[src/rtl/decodePkg.sv]
// ISA widths and decode types for the 16-bit core; opcodes 00010 and 00011 are left unassigned
package decodePkg;

   localparam int wordW    = 16;   // data and instruction width
   localparam int regAddrW = 3;    // register address width
   localparam int numRegs  = 8;    // r0..r7, r7 is the link register
   localparam int opW      = 5;    // opcode field, instr[15:11]
   localparam int aluOpW   = 4;

   // opcode field encodings
   typedef enum logic [opW-1:0] {
      opHalt  = 5'b00000,
      opNop   = 5'b00001,
      opJ     = 5'b00100,
      opJr    = 5'b00101,
      opJal   = 5'b00110,
      opJalr  = 5'b00111,
      opAddi  = 5'b01000,
      opSubi  = 5'b01001,
      opXori  = 5'b01010,
      opAndni = 5'b01011,
      opBeqz  = 5'b01100,
      opBnez  = 5'b01101,
      opBltz  = 5'b01110,
      opBgez  = 5'b01111,
      opSt    = 5'b10000,
      opLd    = 5'b10001,
      opSlbi  = 5'b10010,
      opStu   = 5'b10011,
      opRoli  = 5'b10100,
      opSlli  = 5'b10101,
      opRori  = 5'b10110,
      opSrli  = 5'b10111,
      opLbi   = 5'b11000,
      opBtr   = 5'b11001,
      opShfr  = 5'b11010,   // rol/sll/ror/srl by instr[1:0]
      opAlur  = 5'b11011,   // add/sub/xor/andn by instr[1:0]
      opSeq   = 5'b11100,
      opSlt   = 5'b11101,
      opSle   = 5'b11110,
      opSco   = 5'b11111
   } opcode_e;

   // operation handed to the execute stage
   typedef enum logic [aluOpW-1:0] {
      aluAdd   = 4'd0,
      aluSub   = 4'd1,
      aluXor   = 4'd2,
      aluAndn  = 4'd3,
      aluRol   = 4'd4,
      aluSll   = 4'd5,
      aluRor   = 4'd6,
      aluSrl   = 4'd7,
      aluSeq   = 4'd8,
      aluSlt   = 4'd9,
      aluSle   = 4'd10,
      aluSco   = 4'd11,
      aluBtr   = 4'd12,
      aluPassB = 4'd13,
      aluSlbi  = 4'd14    // (a << 8) | b
   } aluOp_e;

   typedef enum logic [1:0] {bReg, bImm5, bImm8, bImm11} bSrc_e;

   // dstF10 = instr[10:8], dstF7 = instr[7:5], dstF4 = instr[4:2]
   typedef enum logic [1:0] {dstF10, dstF7, dstF4, dstR7} regDst_e;

   typedef enum logic [1:0] {wbAlu, wbMem, wbPc2, wbSet} wbSel_e;

   typedef struct packed {
      logic       aluJmp;    // jump target comes from the ALU (JR, JALR)
      logic       memWrt;
      logic       readEn;    // memory read, follows wbSel == wbMem
      logic       regWrt;
      logic [2:0] brchSig;   // {isBranch, cond}, cond = opcode[1:0]
      logic       cin;
      logic       invA;
      logic       invB;
      wbSel_e     wbSel;
      bSrc_e      bSrc;
      regDst_e    regDst;
      logic       zeroSel;   // zero-extend imm5/imm8
      logic       stuSel;    // store data taken from the second source register
      logic       immSrc;    // pc offset is imm11 rather than imm8
      logic       jalSel;    // link write of pc+2
      logic       halt;
   } ctrl_t;

   // write port from the writeback stage
   typedef struct packed {
      logic                en;
      logic [regAddrW-1:0] addr;
      logic [wordW-1:0]    data;
   } wbPort_t;

   // ID/EX bundle
   typedef struct packed {
      logic                valid;
      logic                err;       // illegal opcode, only meaningful with valid
      ctrl_t               ctrl;
      aluOp_e              aluOp;
      logic [wordW-1:0]    inA;
      logic [wordW-1:0]    inB;
      logic [wordW-1:0]    wrtData;
      logic [wordW-1:0]    imm8;
      logic [wordW-1:0]    imm11;
      logic [regAddrW-1:0] wrtReg;
   } decOut_t;

endpackage

[src/rtl/controlUnit.sv]
// purely combinational; unassigned opcodes give an all-inactive ctrl with ctrlErr high
`timescale 1ns/100ps
module controlUnit (
   input  logic [decodePkg::wordW-1:0] instr,
   output decodePkg::ctrl_t            ctrl,
   output logic                        ctrlErr
);
   import decodePkg::*;

   opcode_e    opcode;
   logic [1:0] func;   // function bits for ALUR

   assign opcode = opcode_e'(instr[wordW-1 -: opW]);
   assign func   = instr[1:0];

   always_comb begin
      ctrl    = '0;   // wbAlu, bReg, dstF10, no branch
      ctrlErr = 1'b0;
      case (opcode)
         opHalt: ctrl.halt = 1'b1;
         opNop: ctrl.halt = 1'b0;   // bubble, nothing asserted

         // immediate arithmetic, logic and shifts: Rd in 7..5
         opAddi, opSubi, opXori, opAndni, opRoli, opSlli, opRori, opSrli: begin
            ctrl.regWrt  = 1'b1;
            ctrl.bSrc    = bImm5;
            ctrl.regDst  = dstF7;
            ctrl.invA    = (opcode == opSubi);   // imm - Rs
            ctrl.cin     = (opcode == opSubi);
            ctrl.zeroSel = (opcode == opXori) || (opcode == opAndni);
         end

         opSt: begin
            ctrl.memWrt = 1'b1;
            ctrl.bSrc   = bImm5;   // address = Rs + imm5
            ctrl.stuSel = 1'b1;    // store data is Rd from 7..5
         end
         opLd: begin
            ctrl.regWrt = 1'b1;
            ctrl.bSrc   = bImm5;
            ctrl.wbSel  = wbMem;
            ctrl.regDst = dstF7;
         end
         opStu: begin
            ctrl.memWrt = 1'b1;
            ctrl.regWrt = 1'b1;    // Rs gets the effective address
            ctrl.bSrc   = bImm5;
            ctrl.stuSel = 1'b1;
            ctrl.regDst = dstF10;
         end

         // register-register forms, Rd in 4..2
         opAlur: begin
            ctrl.regWrt = 1'b1;
            ctrl.regDst = dstF4;
            ctrl.invA   = (func == 2'b01);   // sub is Rt - Rs
            ctrl.cin    = (func == 2'b01);
         end
         opShfr, opBtr: begin
            ctrl.regWrt = 1'b1;
            ctrl.regDst = dstF4;
         end
         opSeq, opSlt, opSle: begin
            ctrl.regWrt = 1'b1;
            ctrl.regDst = dstF4;
            ctrl.wbSel  = wbSet;
            ctrl.invB   = 1'b1;   // Rs - Rt
            ctrl.cin    = 1'b1;
         end
         opSco: begin
            ctrl.regWrt = 1'b1;
            ctrl.regDst = dstF4;
            ctrl.wbSel  = wbSet;   // carry out of Rs + Rt
         end

         opBeqz, opBnez, opBltz, opBgez: begin
            ctrl.brchSig = {1'b1, instr[12:11]};
            ctrl.bSrc    = bImm8;   // pc offset
         end

         opLbi, opSlbi: begin
            ctrl.regWrt  = 1'b1;
            ctrl.bSrc    = bImm8;
            ctrl.regDst  = dstF10;
            ctrl.zeroSel = (opcode == opSlbi);
         end

         opJ: begin
            ctrl.immSrc = 1'b1;
            ctrl.bSrc   = bImm11;
         end
         opJal: begin
            ctrl.immSrc = 1'b1;
            ctrl.bSrc   = bImm11;
            ctrl.regWrt = 1'b1;
            ctrl.jalSel = 1'b1;
            ctrl.wbSel  = wbPc2;
            ctrl.regDst = dstR7;
         end
         opJr: begin
            ctrl.aluJmp = 1'b1;   // target = Rs + imm8
            ctrl.bSrc   = bImm8;
         end
         opJalr: begin
            ctrl.aluJmp = 1'b1;
            ctrl.bSrc   = bImm8;
            ctrl.regWrt = 1'b1;
            ctrl.jalSel = 1'b1;
            ctrl.wbSel  = wbPc2;
            ctrl.regDst = dstR7;
         end

         default: begin
            ctrl    = '0;
            ctrlErr = 1'b1;   // unassigned opcode
         end
      endcase
      ctrl.readEn = (ctrl.wbSel == wbMem);

      // only STU both writes memory and updates a register
      assert final (!(ctrl.regWrt && ctrl.memWrt) || opcode == opStu)
         else $error("regWrt and memWrt both set for opcode %b", opcode);
   end

endmodule

[src/rtl/aluOpDecode.sv]
// combinational; unassigned opcodes fall through to add, ctrlErr flags them elsewhere
`timescale 1ns/100ps
module aluOpDecode (
   input  logic [decodePkg::wordW-1:0] instr,
   output decodePkg::aluOp_e           aluOp
);
   import decodePkg::*;

   opcode_e    opcode;
   logic [1:0] func;

   assign opcode = opcode_e'(instr[wordW-1 -: opW]);
   assign func   = instr[1:0];

   always_comb begin
      case (opcode)
         opSubi: aluOp = aluSub;
         opXori: aluOp = aluXor;
         opAndni: aluOp = aluAndn;
         opRoli: aluOp = aluRol;
         opSlli: aluOp = aluSll;
         opRori: aluOp = aluRor;
         opSrli: aluOp = aluSrl;
         opAlur: begin
            case (func)
               2'b00: aluOp = aluAdd;
               2'b01: aluOp = aluSub;
               2'b10: aluOp = aluXor;
               default: aluOp = aluAndn;
            endcase
         end
         opShfr: begin
            case (func)
               2'b00: aluOp = aluRol;
               2'b01: aluOp = aluSll;
               2'b10: aluOp = aluRor;
               default: aluOp = aluSrl;
            endcase
         end
         opSeq: aluOp = aluSeq;
         opSlt: aluOp = aluSlt;
         opSle: aluOp = aluSle;
         opSco: aluOp = aluSco;
         opBtr: aluOp = aluBtr;
         opBeqz, opBnez, opBltz, opBgez: aluOp = aluSub;   // compare Rs against zero
         opLbi: aluOp = aluPassB;
         opSlbi: aluOp = aluSlbi;
         default: aluOp = aluAdd;   // ADDI, LD, ST, STU, jumps, HALT, NOP
      endcase
   end

endmodule

[src/rtl/immGen.sv]
// combinational; imm11 ignores zeroSel and is always sign-extended
`timescale 1ns/100ps
module immGen (
   input  logic [decodePkg::wordW-1:0] instr,
   input  logic                        zeroSel,
   output logic [decodePkg::wordW-1:0] imm5,
   output logic [decodePkg::wordW-1:0] imm8,
   output logic [decodePkg::wordW-1:0] imm11
);
   import decodePkg::*;

   localparam int w5  = 5;
   localparam int w8  = 8;
   localparam int w11 = 11;

   logic fill5;   // upper fill bit for imm5
   logic fill8;

   // zero fill for XORI, ANDNI, SLBI
   assign fill5 = zeroSel ? 1'b0 : instr[w5-1];
   assign fill8 = zeroSel ? 1'b0 : instr[w8-1];

   assign imm5  = {{(wordW-w5){fill5}}, instr[w5-1:0]};
   assign imm8  = {{(wordW-w8){fill8}}, instr[w8-1:0]};
   assign imm11 = {{(wordW-w11){instr[w11-1]}}, instr[w11-1:0]};   // J, JAL offset

endmodule

[src/rtl/regFile.sv]
// no write-to-read bypass; a write shows on the read ports only after its clock edge
`timescale 1ns/100ps
module regFile (
   input  logic                           clk,
   input  logic                           arstN,
   input  logic [decodePkg::regAddrW-1:0] rdAddrA,
   input  logic [decodePkg::regAddrW-1:0] rdAddrB,
   output logic [decodePkg::wordW-1:0]    rdA,
   output logic [decodePkg::wordW-1:0]    rdB,
   input  decodePkg::wbPort_t             wb
);
   import decodePkg::*;

   logic [wordW-1:0] regs [numRegs];   // r0 is an ordinary register

   always_ff @(posedge clk or negedge arstN) begin
      if (!arstN) begin
         for (int i = 0; i < numRegs; i++) begin
            regs[i] <= '0;
         end
      end else if (wb.en) begin
         regs[wb.addr] <= wb.data;   // also written while the stage stalls
      end
   end

   assign rdA = regs[rdAddrA];   // Rs, instr[10:8]
   assign rdB = regs[rdAddrB];   // Rt, instr[7:5]

   // a write with an unknown address would corrupt an unknown register
   wbAddrKnown: assert property (
      @(posedge clk) disable iff (!arstN)
      wb.en |-> !$isunknown(wb.addr)
   ) else $error("register write with unknown address %b", wb.addr);

endmodule

[src/rtl/operandSel.sv]
// combinational; stuSel takes store data from Rt for both ST and STU
`timescale 1ns/100ps
module operandSel (
   input  logic [decodePkg::wordW-1:0]    instr,
   input  logic [decodePkg::wordW-1:0]    rdB,
   input  logic [decodePkg::wordW-1:0]    imm5,
   input  logic [decodePkg::wordW-1:0]    imm8,
   input  logic [decodePkg::wordW-1:0]    imm11,
   input  decodePkg::bSrc_e               bSrc,
   input  decodePkg::regDst_e             regDst,
   input  logic                           stuSel,
   output logic [decodePkg::wordW-1:0]    inB,
   output logic [decodePkg::wordW-1:0]    wrtData,
   output logic [decodePkg::regAddrW-1:0] wrtReg
);
   import decodePkg::*;

   // ALU B operand
   always_comb begin
      case (bSrc)
         bImm5: inB = imm5;
         bImm8: inB = imm8;
         bImm11: inB = imm11;
         default: inB = rdB;   // bReg
      endcase
   end

   assign wrtData = stuSel ? rdB : inB;   // memory write data

   // destination register
   always_comb begin
      case (regDst)
         dstF10: wrtReg = instr[10:8];   // STU, LBI, SLBI
         dstF7: wrtReg = instr[7:5];     // I-format
         dstF4: wrtReg = instr[4:2];     // R-format
         default: wrtReg = regAddrW'(numRegs - 1);   // r7 link for JAL, JALR
      endcase
   end

endmodule

[src/rtl/decodeStage.sv]
// upstream must hold instr and instrValid while stall is high; no hazard or forwarding logic
`timescale 1ns/100ps
module decodeStage (
   input  logic                        clk,
   input  logic                        arstN,
   input  logic [decodePkg::wordW-1:0] instr,
   input  logic                        instrValid,
   input  logic                        stall,
   input  decodePkg::wbPort_t          wb,
   output decodePkg::decOut_t          decOut
);
   import decodePkg::*;

   ctrl_t               ctrl;
   logic                ctrlErr;
   aluOp_e              aluOp;
   logic [wordW-1:0]    imm5;
   logic [wordW-1:0]    imm8;
   logic [wordW-1:0]    imm11;
   logic [wordW-1:0]    rdA;
   logic [wordW-1:0]    rdB;
   logic [wordW-1:0]    inB;
   logic [wordW-1:0]    wrtData;
   logic [regAddrW-1:0] wrtReg;
   decOut_t             decNext;   // ID/EX input

   controlUnit u_controlUnit (.instr(instr), .ctrl(ctrl), .ctrlErr(ctrlErr));

   aluOpDecode u_aluOpDecode (.instr(instr), .aluOp(aluOp));

   immGen u_immGen (
      .instr(instr), .zeroSel(ctrl.zeroSel), .imm5(imm5), .imm8(imm8), .imm11(imm11)
   );

   regFile u_regFile (
      .clk(clk), .arstN(arstN), .rdAddrA(instr[10:8]), .rdAddrB(instr[7:5]),
      .rdA(rdA), .rdB(rdB), .wb(wb)
   );

   operandSel u_operandSel (
      .instr(instr), .rdB(rdB), .imm5(imm5), .imm8(imm8), .imm11(imm11),
      .bSrc(ctrl.bSrc), .regDst(ctrl.regDst), .stuSel(ctrl.stuSel),
      .inB(inB), .wrtData(wrtData), .wrtReg(wrtReg)
   );

   always_comb begin
      decNext.valid   = instrValid;
      decNext.err     = ctrlErr;
      decNext.ctrl    = ctrl;
      decNext.aluOp   = aluOp;
      decNext.inA     = rdA;
      decNext.inB     = inB;
      decNext.wrtData = wrtData;
      decNext.imm8    = imm8;    // branch offset for the pc adder
      decNext.imm11   = imm11;   // jump offset
      decNext.wrtReg  = wrtReg;
   end

   // ID/EX register, holds while stalled
   always_ff @(posedge clk or negedge arstN) begin
      if (!arstN) decOut <= '0;
      else if (!stall) decOut <= decNext;
   end

   // the execute stage sees a frozen bundle for every stalled cycle
   stallHold: assert property (
      @(posedge clk) disable iff (!arstN)
      stall |=> $stable(decOut)
   ) else $error("decOut changed during stall");

endmodule

[config.mk]
export PLATFORM = sky130hd
export DESIGN_NAME = decodeStage
export DESIGN_NICKNAME = d
export VERILOG_FILES = /design/src/rtl/decodePkg.sv /design/src/rtl/controlUnit.sv /design/src/rtl/aluOpDecode.sv /design/src/rtl/immGen.sv /design/src/rtl/regFile.sv /design/src/rtl/operandSel.sv /design/src/rtl/decodeStage.sv
export SDC_FILE = /design/constraint.sdc
export NUM_CORES = 1
export LEC_CHECK = 0
export ABC_AREA = 1
export CAP_MARGIN = 20
export CORE_ASPECT_RATIO = 1.75
export CORE_MARGIN = 5
export CORE_UTILIZATION = 50
export CTS_BUF_LIST = sky130_fd_sc_hd__clkbuf_8 sky130_fd_sc_hd__clkbuf_16
export DETAILED_ROUTE_END_ITERATION = 10
export DONT_BUFFER_PORTS = 1
export MAX_ROUTING_LAYER = met4
export PLACE_DENSITY = 0.68
export RECOVER_POWER = 50
export SLEW_MARGIN = 20
export SYNTH_ARGS = -nofsm -noshare
export SYNTH_HDL_FRONTEND = slang
export SYNTH_SLANG_ARGS = --single-unit
[constraint.sdc]
create_clock -name clk -period 1.2 [get_ports clk]
set_clock_uncertainty 0.2 [all_clocks]
set_input_delay 0 -clock clk [delete_from_list [all_inputs] [get_ports clk]]
set_output_delay 0 -clock clk [all_outputs]
set_load 0.005 [all_outputs]
==> impl_results.md, run 1 <==
- Die ar.: around 26000 sq um
- Hold WS: -1.021 ns
- Register bit count reported by yosys: approximately 220
- Maximum vdd drop: 0.9117 mV
- Die X: ~120 um
- Antenna Violating Nets Remaining: 0
- Failing checks: hold timing, setup timing
- Antenna violations before repair: 1
- WP data arrival: about 1.7 ns
- Nature of the critical path startpoint: flip-flop
- Clock slew at reported path FFs: ~0.06 ns
- Final Max Tran Viols: 0
- IO buf count: 0
- RSZ-0062 raised after global routing: true
- Worst path required time: roughly 1.4 ns
- All-Layer GR Usage: 0.2841
- Detailed Route WL: approximately 37 mm
- Placement Setup Slack: -0.2950 ns
- Layout cells sized above 1: 0.2790
- Root Driver: clkbuf_16
- Final setup vio count: between 50 and 60
- Largest net degree at the start of global routing: roughly 220
- Critical Path Fanout Max: 2
- CP Capture Type: flip-flop
- First-pass DRT Iterations: 5
- Pwr dens: around 1400 nW/um^2
- Avg WL per Cell: around 18 um
- Vias per inst: 5.571
- # IOs: 150
- Reg2Reg Depth: 6
- Initial core utilization: 0.5042
- Post-detail-place hpwl: 22.98 mm
- Clock Sink Count: ~220
- Final WS setup: -0.2514 ns
- Fmax: 0.6890 GHz
- Fin crit share: 1.209
- Grt ovf: 0
- Leak: about 7.6 nW
- Cts bufs inserted: 21
- Status: finished, violations left
- Vias: around 11k
- FF-to-FF setup slack: -0.25 ns
- Cells after Synth: approximately 1.5k
- FF-to-FF Start: u_regFile.regs[17]$_DFFE_PN0P_
- Initial DRC count: approximately 900
- Post-DP Area: roughly 13000 sq um
- Clock Latency Late Sink: 0.52 ns
- YS warnings: 0
- Row count: 73
- Synth Net Count: 1582
- Clock Path Buffers: 3
- Post-route cell area: about 15000 sq um
- CP Class: reg -> reg
- RR Endpoint: decOut[36]$_DFFE_PN0N_
- Final hold viol count: approximately 340
- Die height: 209.9 um
- First-pass GRT wire length: between 50 and 60 mm
- Nets: between 1.5k and 2k
- Area grow syn2layout: 32.56%
- DRC Markers: 0
- Worst min path class: in -> async
- Most frequent cells in the layout: 430 x nand2_1, 217 x dfrtp_1, 186 x buf_4
- CTS tree: yes
- Worst Max-Slew Pin Slew: between 0.6 and 0.7 ns
- Total chip power: 21.75 mW
- Total of max-cap violations: 0
- Post-Syn Area per Cell: 7.407 sq um
- Final min period: around 1.5 ns
- Worst setup startpoint: u_regFile.regs[17]$_DFFE_PN0P_
- H-tree depth: 1
- Slew HR: 0.5491
- CORE AREA: ~23000 sq um
- Commonest non-fill, non-tap cell in the layout: nand2_1
- Register area share after synthesis: 0.4755
- Total negative slack: -7.308 ns
- Critical path endpoint: decOut[36]$_DFFE_PN0N_
- Vias in the first global route: 11.31k
- GP Congestion: approximately 0.87
- Synthesized area: about 11000 sq um
- Library cells used by synthesis: 33
[timing repair]
action	in CTS	in global routing
endpoints found under the hold margin	434	338
hold buffers	47	3
resized for setup	143	129
setup buffers	25	27
endpoints found under the setup margin	62	71
pin swaps	92	92
[kinds of logic after synthesis]
family,count (synthesis),share of synthesized area
DFF,217,0.4755
buffers and inverters,254,0.09476
and+or+nand+nor,734,0.2733
AOI/OAI and AO/OA,337,0.1564
[worst min-delay path by stage]
stage                     startpoint                endpoint  slack [ns]  cells past startpoint
after floorplan                arstN   decOut[0]$_DFFE_PN0N_       -0.50                      0
after global placement         arstN  decOut[99]$_DFFE_PN0N_       -0.49                      0
after detailed placement       arstN  decOut[99]$_DFFE_PN0N_       -0.49                      0
after CTS                      arstN  decOut[99]$_DFFE_PN0N_       -1.03                      0
after global routing           arstN  decOut[13]$_DFFE_PN0N_       -1.04                      0
final                          arstN  decOut[83]$_DFFE_PN0N_       -1.02                      0
[Yosys cell counts]
library cell  number  area share
buf_4             23       0.015
o21a_1             1     0.00066
nand3_2           14       0.012
inv_1            121       0.040
nand2_1          468        0.15
buf_2             16      0.0070
inv_2              9      0.0030
nand3_1          125       0.055
buf_6              3      0.0030
nor2_1            97       0.032
o21ai_0          241        0.11
o211ai_1          13      0.0085
a211oi_2           1      0.0011
nand2_2            3      0.0016
a22oi_1           11      0.0072
nor2_2             4      0.0022
dfrtp_1          217        0.48
clkbuf_1          71       0.023
buf_1              7      0.0023
nor4_1             1     0.00055
o22ai_1           16      0.0088
nor2_8             1      0.0018
o41ai_1            1     0.00077
o31ai_1            1     0.00066
a21oi_1           49       0.021
nor2_4             3      0.0030
or2_0              1     0.00055
a31oi_1            3      0.0016
nor3_1             4      0.0018
nand3b_1           1     0.00066
nand4_1           10      0.0055
clkinv_1           4      0.0013
nand3_4            2      0.0031
[sequential cells by signal (all words and copies together) (netlist names)]
register	cells
decOut	89
u_regFile.regs	128
[critical path: stages (launching register included)]
cell and delay, ns:
dfrtp_1 0.39, o211ai_1 0.19, nand3_1 0.18, nand2_4 0.17, nor2_1 0.05, a21oi_1 0.11, nand2_1 0.06
[metrics by stage]
step	cells	util
3_5_place_dp	1916	0.5780
2_1_floorplan	1542	-
3_3_place_gp	1916	0.5780
6_report	2036	0.6684
5_1_grt	2036	0.6684
4_1_cts	2018	0.6462
[area by class of cell]
class	count	area (sq um)
diodes	1	2.502
fillers	1891	7512
multi-input cells	1071	5582
repair buffers	276	2551
inverters	134	514.2
well taps	300	375.4
flip-flops and latches	217	5430
clock buffers	25	580.6
clock inverters	12	103.9
[report_power, final]
part	leakage, nW	internal (mW)	switching [mW]
Combinational	4.46	2.86	2.72
Sequential	2.72	8.53	0.895
Clock	0.367	3.86	2.88
[per-layer routing]
metal,GRT usage,part of all wire
met3,0.04894,0.063
met5,-,0
met4,0.1313,0.049
met2,0.4946,0.52
met1,0.3178,0.37
(Power assumes the default switching activity.)
==> run 2, diff against run 1 <==
SKIP_CTS_REPAIR_TIMING = 1   (was not set)
==> impl_results.md, run 2 (synthesized netlist as in run 1, its figures left out) <==
- GRT busiest layer: met2
- Total chip power: 21.51 mW (-1.1%)
- Switching power: 6.409 mW (-1.5%)
- Post-detail-place hpwl: 22.98 mm (unchanged)
- M1 GR Usage: 0.3063 (-0.01159)
- Area grow syn2layout: 30.84%
- Die ar.: 26080 sq um (unchanged)
- Antenna violations before repair: 2 (+1)
- Antenna Violating Nets Remaining: 0 (unchanged)
- Placement Setup Slack: -0.2950 ns (unchanged)
- Row count: 73 (unchanged)
- Fmax: 0.6908 GHz (+0.26%)
- Internal: 15.10 mW (-0.94%)
- Final setup vio count: 63 (+13%)
- Worst min path class: in -> async
- H-tree depth: 1 (unchanged)
- Worst Max-Slew Pin Slew: 0.5382 ns (-0.1382 ns)
- Combinational power share: 0.249 (-0.008)
- First-pass DRT Iterations: 5 (unchanged)
- CTS tree: yes
- Final hold viol count: 338 (unchanged)
- Switch share: 0.2979 (-0.001083)
- Top Registers: u_regFile.regs (128), decOut (89)
- Final WS setup: -0.2476 ns (+0.003826 ns)
- Post-route cell area: 14940 sq um (-1.3%)
- Critical Path, Cell by Cell: inv_2, nand2_1, o211ai_1, nand3_1, nand2_2, buf_12, nor2_1, a21oi_1, nand2_1
- Leak: 7.462 nW (-1.2%)
- # IOs: 150 (unchanged)
- DRC Markers: 0 (unchanged)
- Crit path buf inv count: 2 (+2)
- Grt ovf: 0 (unchanged)
- WP data arrival: 1.66 ns (about the same)
- Total negative slack: -7.953 ns (-0.6446 ns)
- Pwr dens: 1440 nW/um^2 (+0.20%)
- Worst path required time: 1.42 ns (about the same)
- Detailed Route WL: 36.93 mm (-0.84%)
- Avg WL per Cell: 18.27 um (-0.10%)
- Initial core utilization: 0.5042 (unchanged)
- Final min period: 1.448 ns (-0.003826 ns)
- Initial DRC count: 959 (+4.0%)
- Met3 Usage GRT: 0.05401 (+0.005071)
- Commonest non-fill, non-tap cell in the layout: nand2_1
- IO buf count: 0 (unchanged)
- Sequential Power Share: 0.438 (+0.005)
- First-pass GRT wire length: 57.06 mm (-3.1%)
- Root Driver: clkbuf_16
- Final Non-Filler Cells: 2021 (-0.74%)
- CP Capture Type: flip-flop
- Failing checks: hold timing, setup timing
- Clock Sink Count: 217 (unchanged)
- Slew HR: 0.6412 (+0.09215)
- Hold WS: -1.022 ns (-0.001140 ns)
- Maximum vdd drop: 0.8917 mV (-2.2%)
- Final Max Tran Viols: 0 (unchanged)
- Post-Place Cells: 1916 (unchanged)
- Most frequent cells in the layout: 434 x nand2_1, 217 x dfrtp_1, 176 x buf_4
- CP dominant cell by count: nand2_1
- Largest net degree at the start of global routing: 218 (unchanged)
- CP Class: reg -> reg
- Clock Path Buffers: 3 (unchanged)
- Max stage delay on crit path: 0.39 ns (about the same)
- Critical Path Fanout Max: 2 (unchanged)
- GR Util met2: 0.4837 (-0.01084)
- Layout cells sized above 1: 0.2606 (-0.01835)
- Total of max-cap violations: 0 (unchanged)
- All-Layer GR Usage: 0.2761 (-0.007960)
- Nature of the critical path startpoint: flip-flop
- Clock Latency Late Sink: 0.52 ns (about the same)
- Fin crit share: 1.206 (-0.003188)
- Status: finished, violations left
- Clock Power Share: 0.313 (+0.003)
- Layout Utilization: 0.6597 (-0.008673)
- RSZ-0062 raised after global routing: true
- Vias in the first global route: 10.75k (-4.9%)
- Die height: 209.9 um (unchanged)
- Nets: 1745 (-0.91%)
- Vias per inst: 5.559 (-0.22%)
- Clock slew at reported path FFs: 0.06 ns (about the same)
- GP Congestion: 0.8659 (unchanged)
- Worst path top cell family by delay: simple AND/OR/NAND/NOR gates
- CORE AREA: 22650 sq um (unchanged)
- Crit-path slowest cell: dfrtp_1
- Post-DP Area: 13090 sq um (unchanged)
- Vias: 11.23k (-0.95%)
- Cts bufs inserted: 21 (unchanged)
- Max reg flops: 128 (unchanged)
- Most flops, register: u_regFile.regs
- Die X: 124.2 um (unchanged)
==> run 2: area by class of cell <==
cell class                 instances  area (sq um)
clock inverter                    12         103.9
fill                            1949          7709
clock buffer                      25         580.6
sequential                       217          5430
multi-input combinational       1071          5515
antenna                            2         5.005
timing repair buffer             260          2419
inverter                         134         514.2
tap                              300         375.4
==> run 2: path summary, 6_finish.rpt <==
| check | startpoint | to | slack [ns] | cells after the start |
|---|---|---|---|---|
| setup / recovery | u_regFile.regs[1]$_DFFE_PN0P_ | decOut[36]$_DFFE_PN0N_ | -0.25 | 9 |
| hold reg to reg | u_regFile.regs[42]$_DFFE_PN0P_ | u_regFile.regs[42]$_DFFE_PN0P_ | 0.29 | 2 |
| max in group asynchronous | arstN | decOut[1]$_DFFE_PN0N_ | 1.35 | 0 |
| setup reg to reg | u_regFile.regs[1]$_DFFE_PN0P_ | decOut[36]$_DFFE_PN0N_ | -0.25 | 9 |
| min in group clk | instr[15] | decOut[87]$_DFFE_PN0N_ | -0.60 | 1 |
| hold / removal | arstN | decOut[83]$_DFFE_PN0N_ | -1.02 | 0 |
==> run 2: power groups by stage <==
stage | registers, mW | logic, mW | clock network [mW]
finish | 9.42 | 5.36 | 6.73
global route | 9.54 | 5.95 | 7.10
CTS | 9.36 | 4.56 | 6.84
detailed placement | 9.48 | 4.52 | 0
global placement | 9.44 | 4.41 | 0
floorplan | 9.28 | 2.75 | 0
==> run 2: per-layer routing <==
layer	share of wire	vias to the layer above	wire length (um)
met5	0	-	0
met4	0.044	0	1607
met3	0.068	109	2511
met2	0.52	425	19190
met1	0.37	5365	13620
li1	-	5335	-
==> run 2: worst reg2reg max path, delay by kind of cell, from the launching register on <==
family                 cells  cell delay, ns
buffers and inverters      2            0.17
DFF                        1            0.39
and+or+nand+nor            5            0.40
AOI/OAI and AO/OA          2            0.18
==> run 3, diff against run 2 <==
ABC_CLOCK_PERIOD_IN_PS = 1200   (was not set)
SETUP_SLACK_MARGIN = 0.15   (was not set)
==> impl_results.md, run 3 (synthesized netlist as in run 1, its figures left out) <==
- Status: finished, violations left
- Failing checks: hold timing, setup timing
- Crit-path slowest cell: dfrtp_1
- Cts bufs inserted: 21 (unchanged)
- First-pass GRT wire length: 57.57 mm (+0.89%)
- Die height: 209.9 um (unchanged)
- CORE AREA: 22650 sq um (unchanged)
- GP Congestion: 0.9020 (+4.2%)
- Final setup vio count: 56 (-11%)
- Area grow syn2layout: 27.26%
- DRC Markers: 0 (unchanged)
- Worst min path class: in -> async
- Top Registers: u_regFile.regs (128), decOut (89)
- IO buf count: 0 (unchanged)
- Fmax: 0.6944 GHz (+0.51%)
- Total of max-cap violations: 0 (unchanged)
- Nature of the critical path startpoint: flip-flop
- Vias: 11.26k (+0.25%)
- Clock Sink Count: 217 (unchanged)
- Final hold viol count: 434 (+28%)
- Max stage delay on crit path: 0.40 ns (about the same)
- Layout Utilization: 0.6416 (-0.01806)
- Critical Path Fanout Max: 2 (unchanged)
- Clock slew at reported path FFs: 0.07 ns (about the same)
- CP Class: reg -> reg
- Root Driver: clkbuf_16
- Worst path required time: 1.40 ns (-0.02 ns)
- Die X: 124.2 um (unchanged)
- Detailed Route WL: 37.29 mm (+0.98%)
- Initial DRC count: 1004 (+4.7%)
- Antenna Violating Nets Remaining: 0 (unchanged)
- Post-route cell area: 14530 sq um (-2.7%)
- CTS tree: yes
- Leak: 7.305 nW (-2.1%)
- Post-Place Cells: 1903 (-0.68%)
- Final Max Tran Viols: 0 (unchanged)
- Nets: 1712 (-1.9%)
- Final Non-Filler Cells: 1985 (-1.8%)
- Post-DP Area: 12950 sq um (-1.1%)
- Clock Latency Late Sink: 0.50 ns (-0.02 ns)
- First-pass DRT Iterations: 5 (unchanged)
- Hold WS: -1.008 ns (+0.01395 ns)
- Pwr dens: 1488 nW/um^2 (+3.3%)
- Avg WL per Cell: 18.79 um (+2.8%)
- Antenna violations before repair: 0 (-2)
- Clock Path Buffers: 3 (unchanged)
- Worst Max-Slew Pin Slew: 0.5855 ns (+0.04730 ns)
- WP data arrival: 1.64 ns (-0.02 ns)
- RSZ-0062 raised after global routing: true
- Vias in the first global route: 10.69k (-0.54%)
- Die ar.: 26080 sq um (unchanged)
- Final min period: 1.440 ns (-0.007415 ns)
- Maximum vdd drop: 1.056 mV (+18%)
- # IOs: 150 (unchanged)
- Post-detail-place hpwl: 23.28 mm (+1.3%)
- Grt ovf: 0 (unchanged)
- Most flops, register: u_regFile.regs
- H-tree depth: 1 (unchanged)
- Diode count: 0 (-2)
- Largest net degree at the start of global routing: 218 (unchanged)
- Fin crit share: 1.200 (-0.006179)
- Layout cells sized above 1: 0.2588 (-0.001863)
- Commonest non-fill, non-tap cell in the layout: nand2_1
- CP Capture Type: flip-flop
- Slew HR: 0.6097 (-0.03153)
- Most frequent cells in the layout: 435 x nand2_1, 212 x dfrtp_1, 170 x buf_4
- Vias per inst: 5.674 (+2.1%)
- Initial core utilization: 0.5042 (unchanged)
- Final WS setup: -0.2401 ns (+0.007415 ns)
- Max reg flops: 128 (unchanged)
- Row count: 73 (unchanged)
- Critical Path, Cell by Cell: o211ai_1, nand3_1, nand2_2, buf_12, nor2_2, a21oi_2, nand2_1
- All-Layer GR Usage: 0.2798 (+0.003741)
==> run 3: layout make-up <==
class                      count  area [sq um]
clock buffer                  27         608.1
clock inverter                 9         122.6
timing repair buffer         227          2062
fill                        1975          8118
sequential                   217          5436
inverter                     134         515.5
tap                          300         375.4
multi-input combinational   1071          5414
==> run 3: path summary, 6_finish.rpt <==
path | startpoint | endpoint | slack (ns) | cells after the start
max in group asynchronous | arstN | decOut[76]$_DFFE_PN0N_ | 1.28 | 0
min | arstN | decOut[96]$_DFFE_PN0N_ | -1.01 | 0
min reg2reg | u_regFile.regs[103]$_DFFE_PN0P_ | u_regFile.regs[103]$_DFFE_PN0P_ | 0.28 | 2
max | u_regFile.regs[17]$_DFFE_PN0P_ | decOut[36]$_DFFE_PN0N_ | -0.24 | 7
min in group clk | stall | decOut[94]$_DFFE_PN0N_ | -0.61 | 1
max reg2reg | u_regFile.regs[17]$_DFFE_PN0P_ | decOut[36]$_DFFE_PN0N_ | -0.24 | 7
==> run 3: report_power, final <==
group	internal, mW	switching, mW	total, mW
combinational	2.53	2.60	5.13
sequential	8.54	0.896	9.43
clock	4.21	2.85	7.06
total	15.3	6.34	21.6
==> run 3: through the flow <==
step	worst slack (ns)	total power [mW]	setup TNS [ns]	hold slack [ns]
2_1_floorplan	-0.08748	12.05	-2.693	-0.4956
3_3_place_gp	-0.3025	13.69	-9.993	-0.4903
3_5_place_dp	-0.3187	13.84	-10.63	-0.4874
4_1_cts	-0.2959	20.89	-9.388	-1.012
5_1_grt	-0.3507	22.65	-12.67	-1.021
6_report	-0.2401	21.62	-7.322	-1.008
==> run 3: metal layers <==
metal,vias to the layer above,track usage,part of all wire
met4,0,0.1233,0.046
met2,443,0.4841,0.51
met1,5452,0.3166,0.37
met3,112,0.05147,0.071
li1,5255,-,-
met5,-,-,0
==> run 3: critical path: cells and delay by family, from the launching register on <==
kind,cells,cell delay (ns)
compound gates,2,0.26
buf+inv,1,0.12
flops,1,0.40
simple gates,4,0.36
